File: src/fpgaIpPkg.sv
// Shared types and constants for the FPGA slave fabric
// 17-bit byte address, 32-bit data, 8 KB windows on bits 16 to 13
// Only windows 0 (registers) and 1 (RAM) are mapped
`default_nettype none

package fpgaIpPkg;

    // Widths with a meaning
    typedef logic [16:0] busAddrT;     // Host byte address
    typedef logic [31:0] busDataT;     // Bus data word
    typedef logic [3:0]  byteStbT;     // One enable per byte lane
    typedef logic [7:0]  gpioT;
    typedef logic [6:0]  regIdxT;      // Word offset in register window
    typedef logic [3:0]  windowT;      // 8 KB window number

    // Address field positions
    localparam int WIN_LSB     = 13;
    localparam int WIN_MSB     = 16;
    localparam int WORD_LSB    = 2;    // Byte offset bits below this
    localparam int REG_IDX_MSB = 8;

    // --------------------
    // Bus bundles
    typedef struct packed {
        busAddrT adr;
        byteStbT byteStb;
        logic    we;
        busDataT wrDat;
    } wbReqT;                          // 54 bits

    typedef struct packed {
        busDataT rdDat;
        logic    ack;
    } wbRspT;                          // 33 bits

    typedef struct packed {
        logic regs;
        logic ram;
    } slaveSelT;

    typedef enum logic {
        TO_IDLE,
        TO_COUNT
    } timeoutStateT;

    // --------------------
    // Window map
    localparam windowT REG_WINDOW = 4'd0;
    localparam windowT RAM_WINDOW = 4'd1;

    // Register offsets
    localparam regIdxT ID_REG_IDX   = 7'd0;
    localparam regIdxT REV_REG_IDX  = 7'd1;
    localparam regIdxT GPIO_IN_IDX  = 7'd2;
    localparam regIdxT GPIO_OUT_IDX = 7'd3;
    localparam regIdxT GPIO_OE_IDX  = 7'd4;

    // Values
    localparam busDataT DEVICE_ID          = 32'h0000_A153;
    localparam busDataT REV_LEVEL          = 32'h0000_0100;
    localparam busDataT DEF_REG_VALUE      = 32'hFAB_DEF_AC;  // Undefined register
    localparam busDataT DEFAULT_READ_VALUE = 32'hBAD_FAB_AC;  // Unmapped window
    localparam gpioT    GPIO_OUT_RESET     = 8'h00;
    localparam gpioT    GPIO_OE_RESET      = 8'h00;          // All pins inputs

endpackage

`default_nettype wire

File: src/wbAperture.sv
// Window decode for the host bus, purely combinational
// Window taken from address bits 16 to 13 while the cycle is live
// Read data follows the address window even outside a bus cycle
`timescale 1ns/1ns
`default_nettype none

module wbAperture (
    input  wire                      wbCyc_i,
    input  wire                      wbStb_i,
    input  wire fpgaIpPkg::wbReqT    wbReq_i,
    input  wire fpgaIpPkg::wbRspT    regsRsp_i,
    input  wire fpgaIpPkg::wbRspT    ramRsp_i,
    input  wire                      timeoutAck_i,
    output fpgaIpPkg::slaveSelT      sel_o,
    output logic                     busy_o,
    output fpgaIpPkg::busDataT       wbRdDat_o,
    output logic                     wbAck_o
);

    fpgaIpPkg::windowT window;

    assign window = wbReq_i.adr[fpgaIpPkg::WIN_MSB:fpgaIpPkg::WIN_LSB];

    // Transfer in progress
    assign busy_o = wbCyc_i & wbStb_i;

    // --------------------
    // Per-slave selects
    always_comb
    begin
        sel_o      = '0;
        sel_o.regs = busy_o & (window == fpgaIpPkg::REG_WINDOW);
        sel_o.ram  = busy_o & (window == fpgaIpPkg::RAM_WINDOW);
    end

    // Read data by window
    always_comb
    begin
        case (window)
            fpgaIpPkg::REG_WINDOW: wbRdDat_o = regsRsp_i.rdDat;
            fpgaIpPkg::RAM_WINDOW: wbRdDat_o = ramRsp_i.rdDat;
            default:               wbRdDat_o = fpgaIpPkg::DEFAULT_READ_VALUE;  // Unmapped
        endcase
    end

    // One ack source at a time in practice
    assign wbAck_o = regsRsp_i.ack | ramRsp_i.ack | timeoutAck_i;

endmodule

`default_nettype wire
File: config.mk
export PLATFORM = sky130hd
export DESIGN_NAME = wbAperture
export DESIGN_NICKNAME = d
export VERILOG_FILES = /design/src/fpgaIpPkg.sv /design/src/wbAperture.sv
export SDC_FILE = /design/constraint.sdc
export NUM_CORES = 1
export LEC_CHECK = 0
export BUFFER_PORTS_ARGS = -buffer_cell sky130_fd_sc_hd__buf_4
export CAP_MARGIN = 20
export CORE_MARGIN = 5
export CORE_UTILIZATION = 18
export DETAILED_ROUTE_END_ITERATION = 7
export PLACE_DENSITY = 0.89
export SYNTH_ARGS = -nofsm -noshare
export SYNTH_HDL_FRONTEND = slang
export SYNTH_SLANG_ARGS = --single-unit
File: constraint.sdc
create_clock -name vclk -period 0.8
set_input_delay 0.08 -clock vclk [all_inputs]
set_output_delay 0.08 -clock vclk [all_outputs]
set_load 0.05 [all_outputs]
==> metrics <==
most frequent CP cell buf_6; syn nets 201; fin area 0.001981 mm²; gr usage total 0.1625; Switch Pwr 498.3 µW; power density cells 533.1 mW/mm²; worst setup margin -0.2645 ns; placed cells 222; Yosys cell types 12; Worst path max stage delay 0.18 ns; Net Sw Frac 0.4719; Initial Util 0.1828; final period utilization 1.331; Post-CTS Hold Fix Bufs 0; layout cells sized above 1 0.8103; antenna violations before repair 0; WP data required 0.72 ns; RePlAce Congestion 0.7078; setup repair after global routing missed its margin true; area of the core 0.002978 mm²; VDD IR max 0.0002736 V; Int Pwr 557.7 µW; failing checks negative setup slack; Fin. Hold Viols 0; pre-CTS WS -0.3515 ns; outcome finished with violations; CP Capture Type primary output; Seq pwr share 0; Hold Slack 0.4746 ns; buffers added on ports 109; # diodes 0; Cell Rows 20; average vias per placed instance 4.487; CP max-delay cell nor3_4; Comb power frac 1.000; Crit Path Class input pin to primary output; Total Power 1056 µW; vias 1023; worst hold path type input pin to primary output; maximum fanout along the worst path 5; clock network power share 0; die area 0.004224 mm²; CLK BUF 0; total gr overflow 0; vias in the first global route 1133; drt first pass iters 4; FFs & Latches 0; largest net degree at the start of global routing 14; Area Growth Syn to Fin 263.9%; Final Critical Period 1.065 ns; Slew @ Worst Pin 0.2832 ns; Slew Limit Headroom 0.8058; Chip Width 64.99 µm; post-synthesis average cell area 6.978 µm²; maxcap violations 0; Post-Syn Area 544.3 µm²; Routed Antenna Nets 0; CP Launch Type input pin; WL/cell 15.79 µm; Max Freq 939.4 MHz; synth warn 0; Placed Area 0.001644 mm²; Ports 159; cells along the critical path buf_8 -> buf_6 -> nor3_4 -> buf_6 -> buf_16 -> nand2_2 -> buf_6; Slew Limit Fails 0; leakage 0.001001 µW; synthesized instance count 78; DIE HEIGHT 64.99 µm; WL final 3600 µm; DPL Wire Length 2639 µm; first-pass GRT wire length 5388 µm; fin nets 320; register area share after synthesis 0; arrival time worst endpoint 0.98 ns; FF/Latch Area 0 µm²; drt drc 0; starting DRC count in detailed routing 41; Fillers 222; post-route insts no fill 228; # setup viols final 34
[through the flow]
step | utilization | TNS [ns]
detailed placement | 0.5521 | -9.717
finish | 0.6651 | -7.944
global placement | 0.5521 | -9.030
CTS | 0.6441 | -8.108
floorplan | - | -5.209
global route | 0.6651 | -9.245
[cells in the mapped netlist]
| cell type | count | area, µm² |
|---|---|---|
| or3_1 | 1 | 6.260 |
| nand2_1 | 21 | 78.83 |
| buf_2 | 2 | 10.01 |
| or3_4 | 1 | 11.26 |
| buf_4 | 4 | 30.03 |
| nor3b_1 | 1 | 7.510 |
| and2_1 | 1 | 6.260 |
| buf_6 | 1 | 11.26 |
| mux2i_1 | 32 | 320.3 |
| nand4bb_1 | 1 | 11.26 |
| nor2_1 | 11 | 41.29 |
| nor3_1 | 2 | 10.01 |
[final timing paths]
kind / slack (ns) / depth (start not counted) / start / to
worst min-delay path: 0.47 / 3 / timeoutAck_i / wbAck_o
worst max-delay path: -0.26 / 7 / wbReq_i[52] / wbRdDat_o[22]
[power groups by stage]
stage               combinational [µW]  sequential (µW)  clock, µW
detailed placement                 914                0          0
finish                            1060                0          0
CTS                               1030                0          0
global placement                   900                0          0
floorplan                          493                0          0
global route                      1120                0          0
[logic make-up (layout without fill, tap and decap cells)]
| kind of cell | Yosys count | count (layout) | share of synthesized area |
|---|---|---|---|
| and+or+nand+nor | 39 | 40 | 0.3173 |
| buffers and inverters | 7 | 123 | 0.09425 |
| muxes | 32 | 32 | 0.5885 |
[what timing repair did]
item	CTS	global route
cloned	3	1
gates resized for setup	55	19
buffers inserted	2	1
endpoints found under the setup margin	35	35
pin swaps	6	7
endpoints found under the hold margin	0	0
[area by class of cell]
type / count / area [µm²] / area share
Timing Repair Buffer: 123 / 1207 / 0.6096
Tap cell: 33 / 41.29 / 0.02085
Multi-Input combinational cell: 72 / 732.0 / 0.3696
[metal layers]
layer / part of all wire / vias up / wire, µm / GRT usage
li1: - / 506 / - / -
met2: 0.55 / 66 / 1965 / 0.3321
met1: 0.35 / 451 / 1263 / 0.1689
met3: 0.10 / 0 / 371 / 0.04333
met5: 0 / - / 0 / 0
met4: 0 / 0 / 0 / 0.007916
[critical path, delay by kind of cell]
| kind | cells | cell delay, ns |
|---|---|---|
| AND/OR/NAND/NOR | 2 | 0.24 |
| buffers and inverters | 5 | 0.65 |
[cell usage in the layout (no fill, tap or decap), drive strengths merged]
cell type and count:
mux2i 32, buf 123, nand4bb 1, nor2 11, nand2 21, nor3 2
and2 1, or3 3, nor3b 1
Power figures use the tool's default switching activity.
