===== src/fpgaIpPkg.sv =====
// Shared types and constants for the FPGA slave fabric
// 17-bit byte address, 32-bit data, 8 KB windows on bits 16 to 13
// Only windows 0 (registers) and 1 (RAM) are mapped
`default_nettype none

package fpgaIpPkg;

    // Widths with a meaning
    typedef logic [16:0] busAddrT;     // Host byte address
    typedef logic [31:0] busDataT;     // Bus data word
    typedef logic [3:0]  byteStbT;     // One enable per byte lane
    typedef logic [7:0]  gpioT;
    typedef logic [6:0]  regIdxT;      // Word offset in register window
    typedef logic [3:0]  windowT;      // 8 KB window number

    // Address field positions
    localparam int WIN_LSB     = 13;
    localparam int WIN_MSB     = 16;
    localparam int WORD_LSB    = 2;    // Byte offset bits below this
    localparam int REG_IDX_MSB = 8;

    // --------------------
    // Bus bundles
    typedef struct packed {
        busAddrT adr;
        byteStbT byteStb;
        logic    we;
        busDataT wrDat;
    } wbReqT;                          // 54 bits

    typedef struct packed {
        busDataT rdDat;
        logic    ack;
    } wbRspT;                          // 33 bits

    typedef struct packed {
        logic regs;
        logic ram;
    } slaveSelT;

    typedef enum logic {
        TO_IDLE,
        TO_COUNT
    } timeoutStateT;

    // --------------------
    // Window map
    localparam windowT REG_WINDOW = 4'd0;
    localparam windowT RAM_WINDOW = 4'd1;

    // Register offsets
    localparam regIdxT ID_REG_IDX   = 7'd0;
    localparam regIdxT REV_REG_IDX  = 7'd1;
    localparam regIdxT GPIO_IN_IDX  = 7'd2;
    localparam regIdxT GPIO_OUT_IDX = 7'd3;
    localparam regIdxT GPIO_OE_IDX  = 7'd4;

    // Values
    localparam busDataT DEVICE_ID          = 32'h0000_A153;
    localparam busDataT REV_LEVEL          = 32'h0000_0100;
    localparam busDataT DEF_REG_VALUE      = 32'hFAB_DEF_AC;  // Undefined register
    localparam busDataT DEFAULT_READ_VALUE = 32'hBAD_FAB_AC;  // Unmapped window
    localparam gpioT    GPIO_OUT_RESET     = 8'h00;
    localparam gpioT    GPIO_OE_RESET      = 8'h00;          // All pins inputs

endpackage

`default_nettype wire


===== src/busTimeoutFsm.sv =====
// Bus timeout for cycles no slave answers
// Starts on the first edge with busy high and no ack, drops out on any ack
// Expiry gives a one-cycle ack timeoutCycles+1 edges after stb is sampled
`timescale 1ns/1ns
`default_nettype none

module busTimeoutFsm #(
    parameter int timeoutCycles = 7
) (
    input  wire  wbClk_i,
    input  wire  rstN_i,
    input  wire  busy_i,               // cyc and stb
    input  wire  ack_i,                // Combined host ack
    output logic timeoutAck_o
);

    fpgaIpPkg::timeoutStateT state;
    logic                    start;
    logic                    expired;
    logic                    ackQ;

    assign start = (state == fpgaIpPkg::TO_IDLE) & busy_i & ~ack_i;

    // Counter runs from the start edge on
    timeoutCounter #(.timeoutCycles(timeoutCycles)) u_counter (
        .wbClk_i   (wbClk_i),
        .rstN_i    (rstN_i),
        .clear_i   (start),
        .enable_i  (start | (state == fpgaIpPkg::TO_COUNT)),
        .expired_o (expired)
    );

    // --------------------
    // State machine
    always_ff @(posedge wbClk_i)
    begin
        if (!rstN_i)
        begin
            state <= fpgaIpPkg::TO_IDLE;
            ackQ  <= 1'b0;
        end
        else
        begin
            ackQ <= 1'b0;              // Default no ack
            case (state)
                fpgaIpPkg::TO_IDLE:
                begin
                    if (start)
                        state <= fpgaIpPkg::TO_COUNT;
                end
                fpgaIpPkg::TO_COUNT:
                begin
                    if (ack_i || !busy_i)
                        state <= fpgaIpPkg::TO_IDLE;  // Slave answered or host gave up
                    else if (expired)
                    begin
                        state <= fpgaIpPkg::TO_IDLE;
                        ackQ  <= 1'b1;
                    end
                end
                default: state <= fpgaIpPkg::TO_IDLE;
            endcase
        end
    end

    assign timeoutAck_o = ackQ;

endmodule

`default_nettype wire


===== src/timeoutCounter.sv =====
// Saturating cycle counter for the bus timeout
// A clear restarts the count, counting that cycle if enabled
`timescale 1ns/1ns
`default_nettype none

module timeoutCounter #(
    parameter int timeoutCycles = 7
) (
    input  wire  wbClk_i,
    input  wire  rstN_i,
    input  wire  clear_i,
    input  wire  enable_i,
    output logic expired_o
);

    localparam int cntWidth = $clog2(timeoutCycles + 1);

    logic [cntWidth-1:0] count;

    always_ff @(posedge wbClk_i)
    begin
        if (!rstN_i)
            count <= '0;
        else if (clear_i)
            count <= cntWidth'(enable_i);  // 1 when the clear cycle counts
        else if (enable_i && !expired_o)
            count <= count + 1'b1;         // Holds at the limit
    end

    assign expired_o = (count == cntWidth'(timeoutCycles));

endmodule

`default_nettype wire


===== config.mk =====
export PLATFORM = sky130hd
export DESIGN_NAME = busTimeoutFsm
export DESIGN_NICKNAME = d
export VERILOG_FILES = /design/src/fpgaIpPkg.sv /design/src/busTimeoutFsm.sv /design/src/timeoutCounter.sv
export SDC_FILE = /design/constraint.sdc
export NUM_CORES = 1
export LEC_CHECK = 0
export BUFFER_PORTS_ARGS = -buffer_cell sky130_fd_sc_hd__buf_2
export CAP_MARGIN = 0
export CORE_AREA = 2 2 39 41
export CTS_CLUSTER_DIAMETER = 40
export DETAILED_ROUTE_END_ITERATION = 16
export DIE_AREA = 0 0 41 43
export GPL_TIMING_DRIVEN = 0
export HOLD_SLACK_MARGIN = 0.12
export PLACE_DENSITY = 0.42
export REMOVE_ABC_BUFFERS = 1
export SETUP_SLACK_MARGIN = 0.3
export SLEW_MARGIN = 30
export SYNTH_ARGS = -nofsm -noshare
export SYNTH_HDL_FRONTEND = slang
export SYNTH_SLANG_ARGS = --single-unit

===== constraint.sdc =====
create_clock -name wbClk_i -period 1.5 [get_ports wbClk_i]
set_input_delay 0.075 -clock wbClk_i [delete_from_list [all_inputs] [get_ports wbClk_i]]
set_output_delay 0.075 -clock wbClk_i [all_outputs]
set_load 0.005 [all_outputs]

==> out/qor.csv <==
stage;metric;value;unit
setup_path;worstPathRequired;1630;ps
floorplan;fp.dieW;41;um
setup_path;criticalPathCategory;reg -> reg;
sta;fin_crit_sh;80.24;%
power_and_ir_drop;p_per_area;913.5;mW/mm^2
power_and_ir_drop;leakage;0.0001586;uW
sta;fin_setup_tns;0;ps
floorplan;die-area;0.001763;mm^2
layout;area_delta_synth_final;53.09;%
setup_path;worst_path_largest_cell_delay;330;ps
floorplan;row_count;14;
cts;clock_latency;240;ps
cts;clk_path_buf_depth;2;
routing;wl;481;um
sta;grt_setup_unrepaired;true;
sta;setup_violations;0;
routing;first_pass_iters;2;
routing;ant_nets;0;
layout;diodes;0;
floorplan;ioPinCount;5;
cts;clk_pin_slew;40;ps
routing;via_per_inst;4.218;
synth;avgSynthCellArea;8.990;um^2
sta;clock_skew;0.3575;ps
floorplan;die_h;43;um
run_status;run_status;completed;
global_routing;grtUsageTotal;8.048;%
setup_path;cp_common_cell;ha_4;
layout;finish.utilization;26.85;%
setup_path;cp_data_arrival_time;1340;ps
sta;tightest_slew;175.3;ps
sta;max_freq;830.8;MHz
global_routing;grt_pass1_vias;201;
placement;place_congestion;0.6967;
setup_path;startpoint_type;register;
setup_path;path_max_fanout;3;
sta;finalHoldViolCount;0;
synth;postSynthCellCount;27;
hold_path;holdPathStages;3;
hold_path;hp-class;in -> reg;
layout;final_layout_size_suffix_gt1_share;43.59;%
placement;dp_hpwl;331.1;um
global_routing;antenna_found_initial;0;
cts;cts_tree;built;
cts;root_buffer;clkbuf_4;
floorplan;core;0.001384;mm^2
cts;clkSinkCount;5;
routing;first_iter_violations;8;
global_routing;grt_first_pass_wirelength;876;um
synth;yosysUniqueCellTypes;14;
setup_path;crit_slowest_cell;dfxtp_2;
sta;period_needed;1204;ps
routing;vias;232;
job;drv_cap;0;
power_and_ir_drop;ir_drop;0.2918;mV
synth;synth-seq-area-share;41.24;%
cts;cts_buffers;3;
placement;portBuffers;4;
setup_path;end_kind;register;
global_routing;overflow;0;
routing;wl_per_cell;8.745;um
sta;max_slew_margin;88.30;%
synth;ys_ff_latch;5;
floorplan;start_util;17.54;%
routing;route.detailed.drc;0;
layout;finalNetCount;46;
global_routing;grt_max_degree;10;
synth;synth_area;242.7;um^2
setup_path;r2r_cells;5;
cts;cts_max_level;1;
sta;slew_viol_final;0;
setup_path;path_cells;ha_4 -> ha_4 -> and2b_1 -> nor2_1 -> a41o_1;
synth;synth.yosys.warnings;0;
[cell usage in the layout (no fill, tap or decap)]
cell | synthesis | final
a21oi_1 | 1 | 1
nand3_1 | 2 | 2
inv_1 | 1 | 1
a41o_1 | 1 | 1
nor2_1 | 2 | 2
and2b_1 | 1 | 1
clkbuf_1 | 0 | 1
buf_2 | 1 | 4
buf_4 | 0 | 4
dfxtp_1 | 5 | 3
dlygate4sd3_1 | 0 | 1
dfxtp_2 | 0 | 2
nand2_1 | 5 | 5
nor2b_4 | 1 | 1
or2_4 | 1 | 1
ha_4 | 0 | 2
clkbuf_4 | 0 | 3
nand4_1 | 2 | 2
o211ai_1 | 2 | 2
[power by group]
part           leakage [uW]  internal [uW]  switching, uW
Clock             0.0000150            101           59.0
Combinational      0.000102           21.2           14.2
Sequential        0.0000415            139           5.31
Total              0.000159            261           78.5
[logic make-up (layout without fill, tap and decap cells)]
group	after synthesis	in the layout	share of synthesized area, %
AO/OA/AOI/OAI	4	4	12.37
adder cells (fa/ha/maj)	2	2	10.31
buffers and inverters	2	14	3.605
flip-flops	5	5	41.24
AND/OR/NAND/NOR	14	14	32.48
[synthesized netlist by cell type]
library cell  n  area (um^2)
a21oi_1       1        5.000
a41o_1        1        10.01
and2b_1       1        7.510
buf_2         1        5.000
dfxtp_1       5        100.1
ha_1          2        25.02
inv_1         1        3.750
nand2_1       5        18.77
nand3_1       2        10.01
nand4_1       2        12.51
nor2_1        2        7.510
nor2b_4       1        13.76
o211ai_1      2        15.01
or2_4         1        8.760
[layer usage]
metal  up-vias  part of all wire [%]  global-route usage, %
li1        122                     -                      -
met5         -                     0                      0
met4         0                     0                  8.000
met2         7                    39                  7.500
met1       103                    50                  11.00
met3         0                    11                  5.236
[registers in the layout, indices dropped and copies added, names as in the netlist]
signal	flops
u_counter.count	3
timeoutAck_o	1
state	1
[worst max-delay path: cells and delay by family, from the launching register on]
kind                       cells  cell delay (ps)
DFF                            1              330
adders and majority gates      2              310
and+or+nand+nor                2              270
AOI/OAI and AO/OA              1              190
[through the flow]
step                std cells  total power [uW]  area, um^2  hold WS [ps]  worst slack [ps]
floorplan                  26             159.2       237.7         212.6             228.6
global placement           46             169.2       277.8         378.1             150.7
detailed placement         46             170.1       277.8         376.3             136.7
CTS                        55             345.5       371.6         142.6             292.6
global route               55             360.5       371.6         165.7             247.0
finish                     55             339.5       371.6         148.4             296.4
[final timing paths]
path	startpoint	end	slack (ps)
worst max-delay path	u_counter.count[0]	u_counter.count[0]	300
worst min-delay path	rstN_i	timeoutAck_o	150
worst max register to register	u_counter.count[0]	u_counter.count[0]	300
worst min register to register	state	state	530
[final cells by class]
class                      instances  area, um^2
inverter                           1       3.754
fill                             150        1012
timing repair buffer               9       60.06
tap                               16       20.02
sequential                         5       102.6
multi-input combinational         20       158.9
clock buffer                       4       26.28
[timing repair]
action                                 CTS  global route
endpoints found under the hold margin    1             0
buffers inserted                         4             0
setup endpoints to repair                3             2
gates resized for setup                  6             0
hold buffers                             1             0
pin swaps                                2             0
Power figures use the tool's default switching activity.
