`src/fpgaIpPkg.sv`:
```
// Shared types and constants for the FPGA slave fabric
// 17-bit byte address, 32-bit data, 8 KB windows on bits 16 to 13
// Only windows 0 (registers) and 1 (RAM) are mapped
`default_nettype none

package fpgaIpPkg;

    // Widths with a meaning
    typedef logic [16:0] busAddrT;     // Host byte address
    typedef logic [31:0] busDataT;     // Bus data word
    typedef logic [3:0]  byteStbT;     // One enable per byte lane
    typedef logic [7:0]  gpioT;
    typedef logic [6:0]  regIdxT;      // Word offset in register window
    typedef logic [3:0]  windowT;      // 8 KB window number

    // Address field positions
    localparam int WIN_LSB     = 13;
    localparam int WIN_MSB     = 16;
    localparam int WORD_LSB    = 2;    // Byte offset bits below this
    localparam int REG_IDX_MSB = 8;

    // --------------------
    // Bus bundles
    typedef struct packed {
        busAddrT adr;
        byteStbT byteStb;
        logic    we;
        busDataT wrDat;
    } wbReqT;                          // 54 bits

    typedef struct packed {
        busDataT rdDat;
        logic    ack;
    } wbRspT;                          // 33 bits

    typedef struct packed {
        logic regs;
        logic ram;
    } slaveSelT;

    typedef enum logic {
        TO_IDLE,
        TO_COUNT
    } timeoutStateT;

    // --------------------
    // Window map
    localparam windowT REG_WINDOW = 4'd0;
    localparam windowT RAM_WINDOW = 4'd1;

    // Register offsets
    localparam regIdxT ID_REG_IDX   = 7'd0;
    localparam regIdxT REV_REG_IDX  = 7'd1;
    localparam regIdxT GPIO_IN_IDX  = 7'd2;
    localparam regIdxT GPIO_OUT_IDX = 7'd3;
    localparam regIdxT GPIO_OE_IDX  = 7'd4;

    // Values
    localparam busDataT DEVICE_ID          = 32'h0000_A153;
    localparam busDataT REV_LEVEL          = 32'h0000_0100;
    localparam busDataT DEF_REG_VALUE      = 32'hFAB_DEF_AC;  // Undefined register
    localparam busDataT DEFAULT_READ_VALUE = 32'hBAD_FAB_AC;  // Unmapped window
    localparam gpioT    GPIO_OUT_RESET     = 8'h00;
    localparam gpioT    GPIO_OE_RESET      = 8'h00;          // All pins inputs

endpackage

`default_nettype wire

```
`src/fpgaRegs.sv`:
```
// Register window, word offsets from address bits 8 to 2
// GPIO out and enable take byte lane 0 only, other writes are dropped
// Ack and read data registered one edge after select is sampled
// Undefined offsets read back as DEF_REG_VALUE
`timescale 1ns/1ns
`default_nettype none

module fpgaRegs (
    input  wire                      wbClk_i,
    input  wire                      rstN_i,
    input  wire                      sel_i,
    input  wire fpgaIpPkg::wbReqT    wbReq_i,
    input  wire fpgaIpPkg::gpioT     gpioIn_i,
    output fpgaIpPkg::wbRspT         rsp_o,
    output fpgaIpPkg::gpioT          gpioOut_o,
    output fpgaIpPkg::gpioT          gpioOe_o
);

    fpgaIpPkg::regIdxT   regIdx;
    fpgaIpPkg::busDataT  rdMux;        // Next read data
    fpgaIpPkg::busDataT  rdDatQ;
    fpgaIpPkg::gpioT     gpioOutQ;
    fpgaIpPkg::gpioT     gpioOeQ;
    logic                ackQ;
    logic                access;       // First cycle of a select
    logic                wrLane0;

    assign regIdx  = wbReq_i.adr[fpgaIpPkg::REG_IDX_MSB:fpgaIpPkg::WORD_LSB];
    assign access  = sel_i & ~ackQ;    // Own ack blocks a second one
    assign wrLane0 = access & wbReq_i.we & wbReq_i.byteStb[0];

    // --------------------
    // Read decode
    always_comb
    begin
        case (regIdx)
            fpgaIpPkg::ID_REG_IDX:   rdMux = fpgaIpPkg::DEVICE_ID;
            fpgaIpPkg::REV_REG_IDX:  rdMux = fpgaIpPkg::REV_LEVEL;
            fpgaIpPkg::GPIO_IN_IDX:  rdMux = fpgaIpPkg::busDataT'(gpioIn_i);  // Zero ext
            fpgaIpPkg::GPIO_OUT_IDX: rdMux = fpgaIpPkg::busDataT'(gpioOutQ);
            fpgaIpPkg::GPIO_OE_IDX:  rdMux = fpgaIpPkg::busDataT'(gpioOeQ);
            default:                 rdMux = fpgaIpPkg::DEF_REG_VALUE;
        endcase
    end

    // --------------------
    // Control and GPIO state
    always_ff @(posedge wbClk_i)
    begin
        if (!rstN_i)
        begin
            ackQ     <= 1'b0;
            gpioOutQ <= fpgaIpPkg::GPIO_OUT_RESET;
            gpioOeQ  <= fpgaIpPkg::GPIO_OE_RESET;
        end
        else
        begin
            ackQ <= access;            // Single-cycle pulse
            if (wrLane0 && regIdx == fpgaIpPkg::GPIO_OUT_IDX)
                gpioOutQ <= wbReq_i.wrDat[7:0];
            if (wrLane0 && regIdx == fpgaIpPkg::GPIO_OE_IDX)
                gpioOeQ <= wbReq_i.wrDat[7:0];
        end
    end

    // Read data captured with the ack
    always_ff @(posedge wbClk_i)
    begin
        if (access)
            rdDatQ <= rdMux;
    end

    assign rsp_o     = '{rdDat: rdDatQ, ack: ackQ};
    assign gpioOut_o = gpioOutQ;
    assign gpioOe_o  = gpioOeQ;

endmodule

`default_nettype wire

```
`config.mk`:
```
export PLATFORM = sky130hd
export DESIGN_NAME = fpgaRegs
export DESIGN_NICKNAME = d
export VERILOG_FILES = /design/src/fpgaIpPkg.sv /design/src/fpgaRegs.sv
export SDC_FILE = /design/constraint.sdc
export NUM_CORES = 1
export LEC_CHECK = 0
export CAP_MARGIN = 20
export CORE_MARGIN = 1.5
export CORE_UTILIZATION = 66
export DETAILED_ROUTE_END_ITERATION = 7
export DONT_BUFFER_PORTS = 1
export HOLD_SLACK_MARGIN = 0.08
export PLACE_DENSITY = 0.79
export SYNTH_ARGS = -nofsm -noshare
export SYNTH_HDL_FRONTEND = slang
export SYNTH_SLANG_ARGS = --single-unit
export TNS_END_PERCENT = 5
```
`constraint.sdc`:
```
create_clock -name wbClk_i -period 3.7 [get_ports wbClk_i]
set_clock_uncertainty 0.2 [all_clocks]
set_input_delay 0.74 -clock wbClk_i [delete_from_list [all_inputs] [get_ports wbClk_i]]
set_output_delay 0.74 -clock wbClk_i [all_outputs]
set_load 0.005 [all_outputs]
```
==> results by group, run 1 <==
Min path
  • Hold Crit Class: flip-flop to flip-flop
  • Min-delay src: gpioOe_o[5]$_SDFFE_PN0P_

Finish
  • Inserted Diodes: 0
  • Area Overhead vs Synth: -6.52%
  • Fill cell count: 170
  • Most frequent cells in the layout: 38 x nand2_1, 17 x dfxtp_1, 16 x mux2i_1, 11 x edfxtp_1, 10 x o21ai_0
  • NumNets Final: 199
  • Final Cell Area: 1360 um2
  • Most common cell after layout, fill and taps aside: nand2_1
  • Share of layout cells above drive strength 1: 0.0752
  • Post-route core utilization: 0.674

Synth
  • #FFs+latches synth: 28
  • Sequential element share of the synthesized area: 0.460
  • Post-synth EDFFs: 11
  • Synthesis Warnings: 0
  • Top cell type's share of synthesized area: 0.233
  • Area leader, netlist: dfxtp_1
  • Avg Inst Size Synth: 9.59 um2
  • Yosys cell types: 22
  • Ys async rst share: 0
  • Ranking of synthesized cells by area: dfxtp_1 23%, edfxtp_1 23%, buf_4 11%
  • Cells after Synth: 152
  • Predominant post-synthesis flop cell: dfxtp_1
  • Mapped cell area: 1460 um2

STA
  • RSZ-0062 raised after global routing: false
  • Fin. max-slew vios: 0
  • Setup TNS: 0 ns
  • Final min period: 2.22 ns
  • Final setup vio count: 0
  • Actual slew at the worst max-slew pin: 0.756 ns
  • Max-slew headroom: 0.497
  • Crit share post-route: 0.599
  • Fmax achieved: 451 MHz
  • Count of final hold-check violations: 0

Floorplanning
  • Core Area: 2020 um2
  • Die width: 50.0 um
  • Site row count: 16
  • Num ports: 114
  • Die Y: 50.0 um
  • Initial Utilization: 0.721
  • Die Area: 2500 um2

Power and ir drop
  • Sequential Power Share: 0.658
  • Sw frac: 0.209
  • Combinational power share: 0.056
  • Clock share of power: 0.286
  • Switching power: 0.104 mW
  • Int Pwr: 0.395 mW
  • Design Power: 0.500 mW
  • Cell Pwr Density: 367 nW/um2
  • VDD IR-drop max: 0.290 mV
  • Pleak: 0.417 nW

Status
  • Status: complete, no violations

Setup path
  • Worst setup EP type: flip-flop
  • Worst setup startpoint: wbReq_i[44]
  • Crit-path max FO: 8
  • CP required: 3.75 ns
  • RR Startpoint: ackQ$_SDFF_PN0_
  • CP Launch Type: primary input
  • CP arrival: 2.27 ns
  • Setup CP Type: primary input to flip-flop

Detailed routing
  • ANT nets after route: 0
  • DRC: 0
  • DR pass1 iterations: 6
  • Wirelength per Cell: 16.5 um
  • Vias post-DR: 948
  • Routed vias/inst: 5.93
  • Total wire length: 2640 um
  • DRC violation total after the first TritonRoute iteration: 19

Clock network
  • Gates resized, CTS repair: 0
  • Worst-Skew Late Latency: 0.31 ns
  • # hold bufs at CTS: 0
  • TritonCTS clock tree: yes
  • CTS Buf Count: 3
  • Clock sinks: 28
  • Post-CTS setup buffers: 0
  • Reg clk slew, reported paths: 0.14 ns
  • H-tree levels: 1
  • Root Buffer Master: clkbuf_4
  • Clock buffer depth: 2

Global routing
  • Largest net degree at the start of global routing: 26
  • Global-route wire length before repair: 4190 um
  • Total gr overflow: 0
  • GRT Overall Usage: 0.224
  • Vias in the first global route: 866
  • Initial antenna violation count: 0

Place
  • DP HPWL: 1980 um
  • GPL Wtd Cong: 0.778
  • PortBufs: 0
  • Dpl cell area: 1330 um2

Job
  • Maxcap violations: 0
layer usage:
layer,track usage,wire length (um),vias to the layer above
met4,0.0972,19,0
li1,-,-,463
met1,0.274,1090,431
met3,0.0576,198,2
met2,0.368,1340,52
met5,0,0,-
critical path, cell delays in order:
cell	delay [ns]
nor4_4	0.50
nand4_4	0.20
nor4_4	0.57
mux2i_1	0.26
per-stage QoR:
| stage | std cells | worst slack [ns] | hold WS, ns |
|---|---|---|---|
| finish | 160 | 1.48 | 0.306 |
| global route | 160 | 1.39 | 0.298 |
| CTS | 160 | 1.48 | 0.307 |
| detailed placement | 156 | 1.13 | 0.287 |
| global placement | 156 | 1.17 | 0.281 |
| floorplan | 156 | 1.11 | 0.261 |
logic make-up (layout without fill, tap and decap cells):
logic type,after synthesis,count (layout),synth area share
compound gates,26,26,0.106
flops,28,28,0.460
buf+inv,30,7,0.134
other cells,1,5,0.00257
simple gates,51,51,0.187
mux,16,16,0.110
final cells by class:
type / instances / area, um2 / share of cell area
Inverter: 2 / 7.51 / 0.00551
Sequential cell: 28 / 671 / 0.492
Tap cell: 27 / 33.8 / 0.0248
Clock buffer: 4 / 36.3 / 0.0266
Multi-Input combinational cell: 98 / 607 / 0.445
Timing Repair Buffer: 1 / 7.51 / 0.00551
registers in the layout, summed over array words and instances, names as in the netlist:
signal / count
gpioOut_o: 8
rdDatQ: 11
gpioOe_o: 8
ackQ: 1
path summary, 6_finish.rpt:
path / end / cells after the start / slack (ns)
setup reg to reg: gpioOe_o[6]$_SDFFE_PN0P_ / 5 / 1.79
setup / recovery: gpioOe_o[6]$_SDFFE_PN0P_ / 4 / 1.48
hold / removal: gpioOe_o[5]$_SDFFE_PN0P_ / 2 / 0.31
hold reg to reg: gpioOe_o[5]$_SDFFE_PN0P_ / 2 / 0.31
cells in the mapped netlist (2+ instances only):
cell       count
dfxtp_1       17
nor3_1         2
nor4_4         2
o2111ai_1      4
clkbuf_1       6
a21oi_1        8
clkinv_1       2
buf_4         22
o21ai_0       10
nand2_1       38
edfxtp_1      11
a21o_1         4
mux2i_1       16
nor2_1         2
power by group through the flow:
stage	Combinational [mW]	Clock, mW	Sequential [mW]
after floorplan	0.0399	0	0.335
after global placement	0.0259	0	0.336
after detailed placement	0.0272	0	0.336
after CTS	0.0275	0.146	0.329
after global routing	0.0315	0.167	0.330
final	0.0277	0.143	0.329
Power figures use the tool's default switching activity.
==> inputs of run 2 (changes only) <==
--- a/config.mk
+++ b/config.mk
@@ -7,11 +7,11 @@
 export LEC_CHECK = 0
 export CAP_MARGIN = 20
 export CORE_MARGIN = 1.5
-export CORE_UTILIZATION = 66
+export CORE_UTILIZATION = 61
 export DETAILED_ROUTE_END_ITERATION = 7
 export DONT_BUFFER_PORTS = 1
 export HOLD_SLACK_MARGIN = 0.08
-export PLACE_DENSITY = 0.79
+export PLACE_DENSITY = 0.74
 export SYNTH_ARGS = -nofsm -noshare
 export SYNTH_HDL_FRONTEND = slang
 export SYNTH_SLANG_ARGS = --single-unit
==> constraint.sdc (replaced) <==
create_clock -name wbClk_i -period 2.14 [get_ports wbClk_i]
set_clock_uncertainty 0.2 [all_clocks]
set_input_delay 0.428 -clock wbClk_i [delete_from_list [all_inputs] [get_ports wbClk_i]]
set_output_delay 0.428 -clock wbClk_i [all_outputs]
set_load 0.005 [all_outputs]
==> run 2 against run 1 <==
  * First-iteration DRC count is 42% lower
  * Total power grew 69%
  * Clock power is 46% higher
  * Critical endpoint is now gpioOut_o[2]$_SDFFE_PN0P_
  * Via count increased by 4.2%
  * Final cell count up 8.1%
  * Die area grew 7.7%
==> results by group, run 2 (synthesis gave the netlist of run 1 again) <==
Floorplanning
  • Die Area: 2690 um2
  • Num ports: 114
  • Core Area: 2230 um2
  • Die width: 51.9 um
  • Initial Utilization: 0.653
  • Site row count: 17
  • Die Y: 51.9 um

Detailed routing
  • Routed vias/inst: 5.71
  • Vias post-DR: 988
  • DRC violation total after the first TritonRoute iteration: 11
  • DR pass1 iterations: 4
  • Total wire length: 2680 um
  • ANT nets after route: 0
  • DRC: 0
  • Wirelength per Cell: 15.5 um

STA
  • Final min period: 1.62 ns
  • RSZ-0062 raised after global routing: false
  • Hold_ws: 0.0825 ns
  • Setup TNS: 0 ns
  • Actual slew at the worst max-slew pin: 0.620 ns
  • Max-slew headroom: 0.585
  • Crit share post-route: 0.756
  • Count of final hold-check violations: 0
  • Final setup vio count: 0
  • Fin. max-slew vios: 0
  • Fmax achieved: 618 MHz

Setup path
  • Worst setup path end: gpioOut_o[2]$_SDFFE_PN0P_
  • Worst setup EP type: flip-flop
  • CP max stage cell: dlygate4sd3_1
  • Critical path, cell by cell: dlygate4sd3_1 > nand2_1 > mux2i_1
  • CP Depth: 3
  • CP arrival: 1.67 ns
  • Worst setup startpoint: rstN_i
  • Setup CP Type: primary input to flip-flop
  • CP required: 2.19 ns
  • CP Launch Type: primary input
  • Crit-path max cell delay: 0.93 ns
  • R2R setup slack: 0.54 ns
  • Worst Path Buf+Inv: 1
  • Reg2reg path depth: 5
  • Worst r2r dst: gpioOe_o[1]$_SDFFE_PN0P_
  • Crit-path max FO: 18
  • Worst path top cell family by delay: buffers and inverters
  • RR Startpoint: ackQ$_SDFF_PN0_

Global routing
  • Total gr overflow: 0
  • Initial antenna violation count: 0
  • Largest net degree at the start of global routing: 19
  • Vias in the first global route: 922
  • GRT Overall Usage: 0.198
  • Global-route wire length before repair: 3950 um

Clock network
  • Root Buffer Master: clkbuf_4
  • CTS Buf Count: 3
  • Worst-Skew Late Latency: 0.30 ns
  • Clock buffer depth: 2
  • H-tree levels: 1
  • Gates resized, CTS repair: 0
  • Reg clk slew, reported paths: 0.14 ns
  • Clock sinks: 28
  • TritonCTS clock tree: yes

Finish
  • Share of layout cells above drive strength 1: 0.103
  • Most frequent cells in the layout: 38 x nand2_1, 17 x dfxtp_1, 16 x mux2i_1, 11 x edfxtp_1, 10 x o21ai_0
  • Largest Register: rdDatQ
  • Max FFs per register: 11
  • Inserted Diodes: 0
  • Area Overhead vs Synth: 0.429%
  • Most common cell after layout, fill and taps aside: nand2_1
  • NumNets Final: 211

Power and ir drop
  • Pleak: 0.467 nW
  • VDD IR-drop max: 0.485 mV
  • Cell Pwr Density: 577 nW/um2

Place
  • GPL Wtd Cong: 0.747
  • PortBufs: 0
  • DP HPWL: 2000 um

Job
  • Maxcap violations: 0

Status
  • Status: complete, no violations

Min path
  • Hold Crit Class: primary input to flip-flop
==> run 2: worst min-delay path by stage <==
stage               slack (ns)  cells after the start                        end                      start
finish                    0.08                      2   gpioOe_o[6]$_SDFFE_PN0P_                 wbReq_i[6]
global route              0.08                      2   gpioOe_o[4]$_SDFFE_PN0P_                 wbReq_i[4]
CTS                       0.08                      2  gpioOut_o[6]$_SDFFE_PN0P_                 wbReq_i[6]
detailed placement        0.28                      2  gpioOut_o[1]$_SDFFE_PN0P_  gpioOut_o[1]$_SDFFE_PN0P_
global placement          0.28                      2   gpioOe_o[3]$_SDFFE_PN0P_   gpioOe_o[3]$_SDFFE_PN0P_
floorplan                 0.26                      2   gpioOe_o[2]$_SDFFE_PN0P_   gpioOe_o[2]$_SDFFE_PN0P_
==> run 2: cell type report <==
class	count	area, um2
clock buffers	4	26.3
fillers	172	769
inverters	2	7.51
multi-input cells	98	609
flip-flops and latches	28	671
well taps	28	35.0
repair buffers	13	115
==> run 2: stage by stage <==
step                      power [mW]  cell area, um2  setup slack [ns]  utilization  instances
after global placement         0.629            1370             0.363        0.612        162
after global routing           0.881            1460             0.434        0.655        173
after CTS                      0.845            1440             0.513        0.646        171
after detailed placement       0.631            1370             0.273        0.612        162
after floorplan                0.648            1480             0.129            -        156
final                          0.844            1460             0.523        0.655        173
==> run 2: worst reg2reg max path: cells and delay by family (launching register included) <==
family	cells	cell delay, ns
buf+inv	1	0.23
simple gates	3	0.52
mux	1	0.22
flops	1	0.35
==> run 2: routing by layer <==
layer,vias up,global-route usage,part of all wire
li1,483,-,-
met1,468,0.242,0.42
met2,35,0.350,0.51
met3,2,0.0374,0.064
met4,0,0.0570,0.0060
met5,-,0,0
==> run 2: report_power, final <==
part / switching [mW] / leakage [nW] / internal (mW)
Clock: 0.137 / 0.0150 / 0.0726
Sequential: 0.00402 / 0.230 / 0.562
Combinational: 0.0408 / 0.221 / 0.0283
Total: 0.181 / 0.467 / 0.663
==> run 2: what timing repair did <==
action	in CTS	in global routing
setup buffers	0	0
hold buffers	5	2
hold endpoints to repair	16	3
setup endpoints to repair	0	0
==> inputs of run 3 (changes only) <==
==> constraint.sdc (replaced) <==
create_clock -name wbClk_i -period 1.5 [get_ports wbClk_i]
set_clock_uncertainty 0.2 [all_clocks]
set_input_delay 0.3 -clock wbClk_i [delete_from_list [all_inputs] [get_ports wbClk_i]]
set_output_delay 0.3 -clock wbClk_i [all_outputs]
set_load 0.005 [all_outputs]
==> run 3 against run 2 <==
  * The run now ends with negative hold slack, negative setup slack left
  * Final cell count grew 15%
  * Critical path type is now flip-flop to flip-flop
  * Highest routed layer unchanged
  * Clock power grew 53%
  * Clock-buffer cell count is 1 lower
  * Total power is 49% higher
  * Largest cell class unchanged
==> results by group, run 3 (synthesis gave the netlist of run 1 again) <==
Status
  • Status: finished, violations left
  • Failing checks: negative hold slack, negative setup slack

Min path
  • Hold Crit Class: primary input to flip-flop
  • WHS Endpoint: ackQ$_SDFF_PN0_
  • Hold Path Stages: 1
  • Min-delay src: rstN_i

Global routing
  • Met1 usage: 0.326
  • Total gr overflow: 0
  • Vias in the first global route: 1,164
  • Initial antenna violation count: 0
  • Largest net degree at the start of global routing: 26
  • GRT Overall Usage: 0.282
  • Top Usage Layer GRT: met2
  • Global-route wire length before repair: 5490 um
  • M2 GR Usage: 0.508
  • Met3 GRT Util: 0.0431

Setup path
  • Worst setup EP type: flip-flop
  • CP Launch Type: flip-flop
  • Crit-path max FO: 8
  • Setup CP Type: flip-flop to flip-flop
  • R2R setup slack: -0.1 ns
  • RR Startpoint: ackQ$_SDFF_PN0_
  • CP required: 1.55 ns
  • Worst r2r dst: gpioOe_o[1]$_SDFFE_PN0P_
  • Reg2reg path depth: 5
  • CP arrival: 1.65 ns

Job
  • Maxcap violations: 0

Place
  • Placed instance count: 164
  • Dpl cell area: 1410 um2
  • DP HPWL: 1970 um
  • Setup WS pre-CTS: -0.193 ns
  • GPL Wtd Cong: 0.814
  • PortBufs: 0

Clock network
  • Root Buffer Master: clkbuf_4
  • # hold bufs at CTS: 31
  • Post-CTS setup buffers: 0
  • Clock buffer depth: 2
  • Clock sinks: 28
  • CTS Buf Count: 3
  • Reg clk slew, reported paths: 0.14 ns
  • H-tree levels: 1
  • TritonCTS clock tree: yes
  • Worst-Skew Late Latency: 0.33 ns

Finish
  • Final Cell Area: 1760 um2
  • Max FFs per register: 11
  • NumNets Final: 237
  • Inserted Diodes: 0
  • Most common cell after layout, fill and taps aside: nand2_1
  • Post-route core utilization: 0.787
  • Most frequent cells in the layout: 38 x nand2_1, 30 x dlygate4sd3_1, 15 x mux2i_1, 15 x dfxtp_1, 11 x edfxtp_1
  • Fin cells: 199
  • Share of layout cells above drive strength 1: 0.117
  • Area Overhead vs Synth: 20.6%
  • Largest Register: rdDatQ

Floorplanning
  • Num ports: 114
  • Initial Utilization: 0.653
  • Core Area: 2230 um2
  • Die Area: 2690 um2
  • Site row count: 17
  • Die Y: 51.9 um
  • Die width: 51.9 um

Detailed routing
  • Vias post-DR: 1,163
  • DR pass1 iterations: 5
  • ANT nets after route: 0
  • DRC violation total after the first TritonRoute iteration: 46
  • Routed vias/inst: 5.84
  • Total wire length: 3500 um
  • DRC: 0
  • Wirelength per Cell: 17.6 um

STA
  • Count of final hold-check violations: 15
  • Setup slack after layout: -0.100 ns
  • Fmax achieved: 625 MHz
  • Fin. max-slew vios: 0
  • Setup TNS: -0.207 ns
  • Crit share post-route: 1.07
  • Final min period: 1.60 ns
  • Hold_ws: -0.119 ns
  • Final setup vio count: 7
  • RSZ-0062 raised after global routing: true

Power and ir drop
  • Int Pwr: 0.960 mW
  • Design Power: 1.25 mW
  • Sequential Power Share: 0.645
  • Sw frac: 0.235
  • Cell Pwr Density: 713 nW/um2
  • VDD IR-drop max: 0.962 mV
  • Combinational power share: 0.100
  • Pleak: 0.555 nW
  • Switching power: 0.294 mW
  • Clock share of power: 0.255
==> run 3: changes by cell type in the layout (fill, tap and decap cells not counted), sizes merged <==
| cell | delta |
|---|---|
| buf | +2 |
| clkbuf | -1 |
| clkinv | +1 |
| dlygate4sd3 | +23 |
| dlymetal6s4s | +1 |
==> run 3: worst max path at each step <==
stage                         start                  endpoint  slack, ns
finish              ackQ$_SDFF_PN0_  gpioOe_o[1]$_SDFFE_PN0P_       -0.1
floorplan                     sel_i  gpioOe_o[0]$_SDFFE_PN0P_      -0.38
detailed placement      wbReq_i[44]  gpioOe_o[1]$_SDFFE_PN0P_      -0.19
global route        ackQ$_SDFF_PN0_  gpioOe_o[1]$_SDFFE_PN0P_      -0.15
CTS                 ackQ$_SDFF_PN0_  gpioOe_o[1]$_SDFFE_PN0P_      -0.04
global placement        wbReq_i[44]  gpioOe_o[2]$_SDFFE_PN0P_      -0.15
==> run 3: layout make-up <==
cell class	count	area, um2
inverters	2	7.51
fillers	148	475
repair buffers	39	398
clock inverters	1	3.75
flip-flops and latches	28	673
clock buffers	3	22.5
multi-input cells	98	618
well taps	28	35.0
==> run 3: timing repair <==
| item | in CTS | in global routing |
|---|---|---|
| gates resized for setup | 2 | 4 |
| setup endpoints to repair | 9 | 14 |
| endpoints found under the hold margin | 27 | 17 |
==> run 3: per-layer routing <==
layer | share of wire | vias to the layer above
met3 | 0.069 | 8
li1 | - | 538
met5 | 0 | -
met1 | 0.38 | 557
met2 | 0.53 | 60
met4 | 0.022 | 0
==> run 3: worst max-delay path: stages, from the launching register on <==
cell,delay [ns]
dfxtp_2,0.36
nor2b_4,0.14
nand4_4,0.15
nor4_4,0.25
buf_12,0.18
mux2i_1,0.25
==> run 3: power by group through the flow <==
stage / Clock (mW) / Sequential, mW / Combinational (mW)
final: 0.320 / 0.808 / 0.125
after global routing: 0.337 / 0.810 / 0.137
after CTS: 0.305 / 0.808 / 0.118
after detailed placement: 0 / 0.824 / 0.0801
after global placement: 0 / 0.824 / 0.0771
after floorplan: 0 / 0.825 / 0.0989
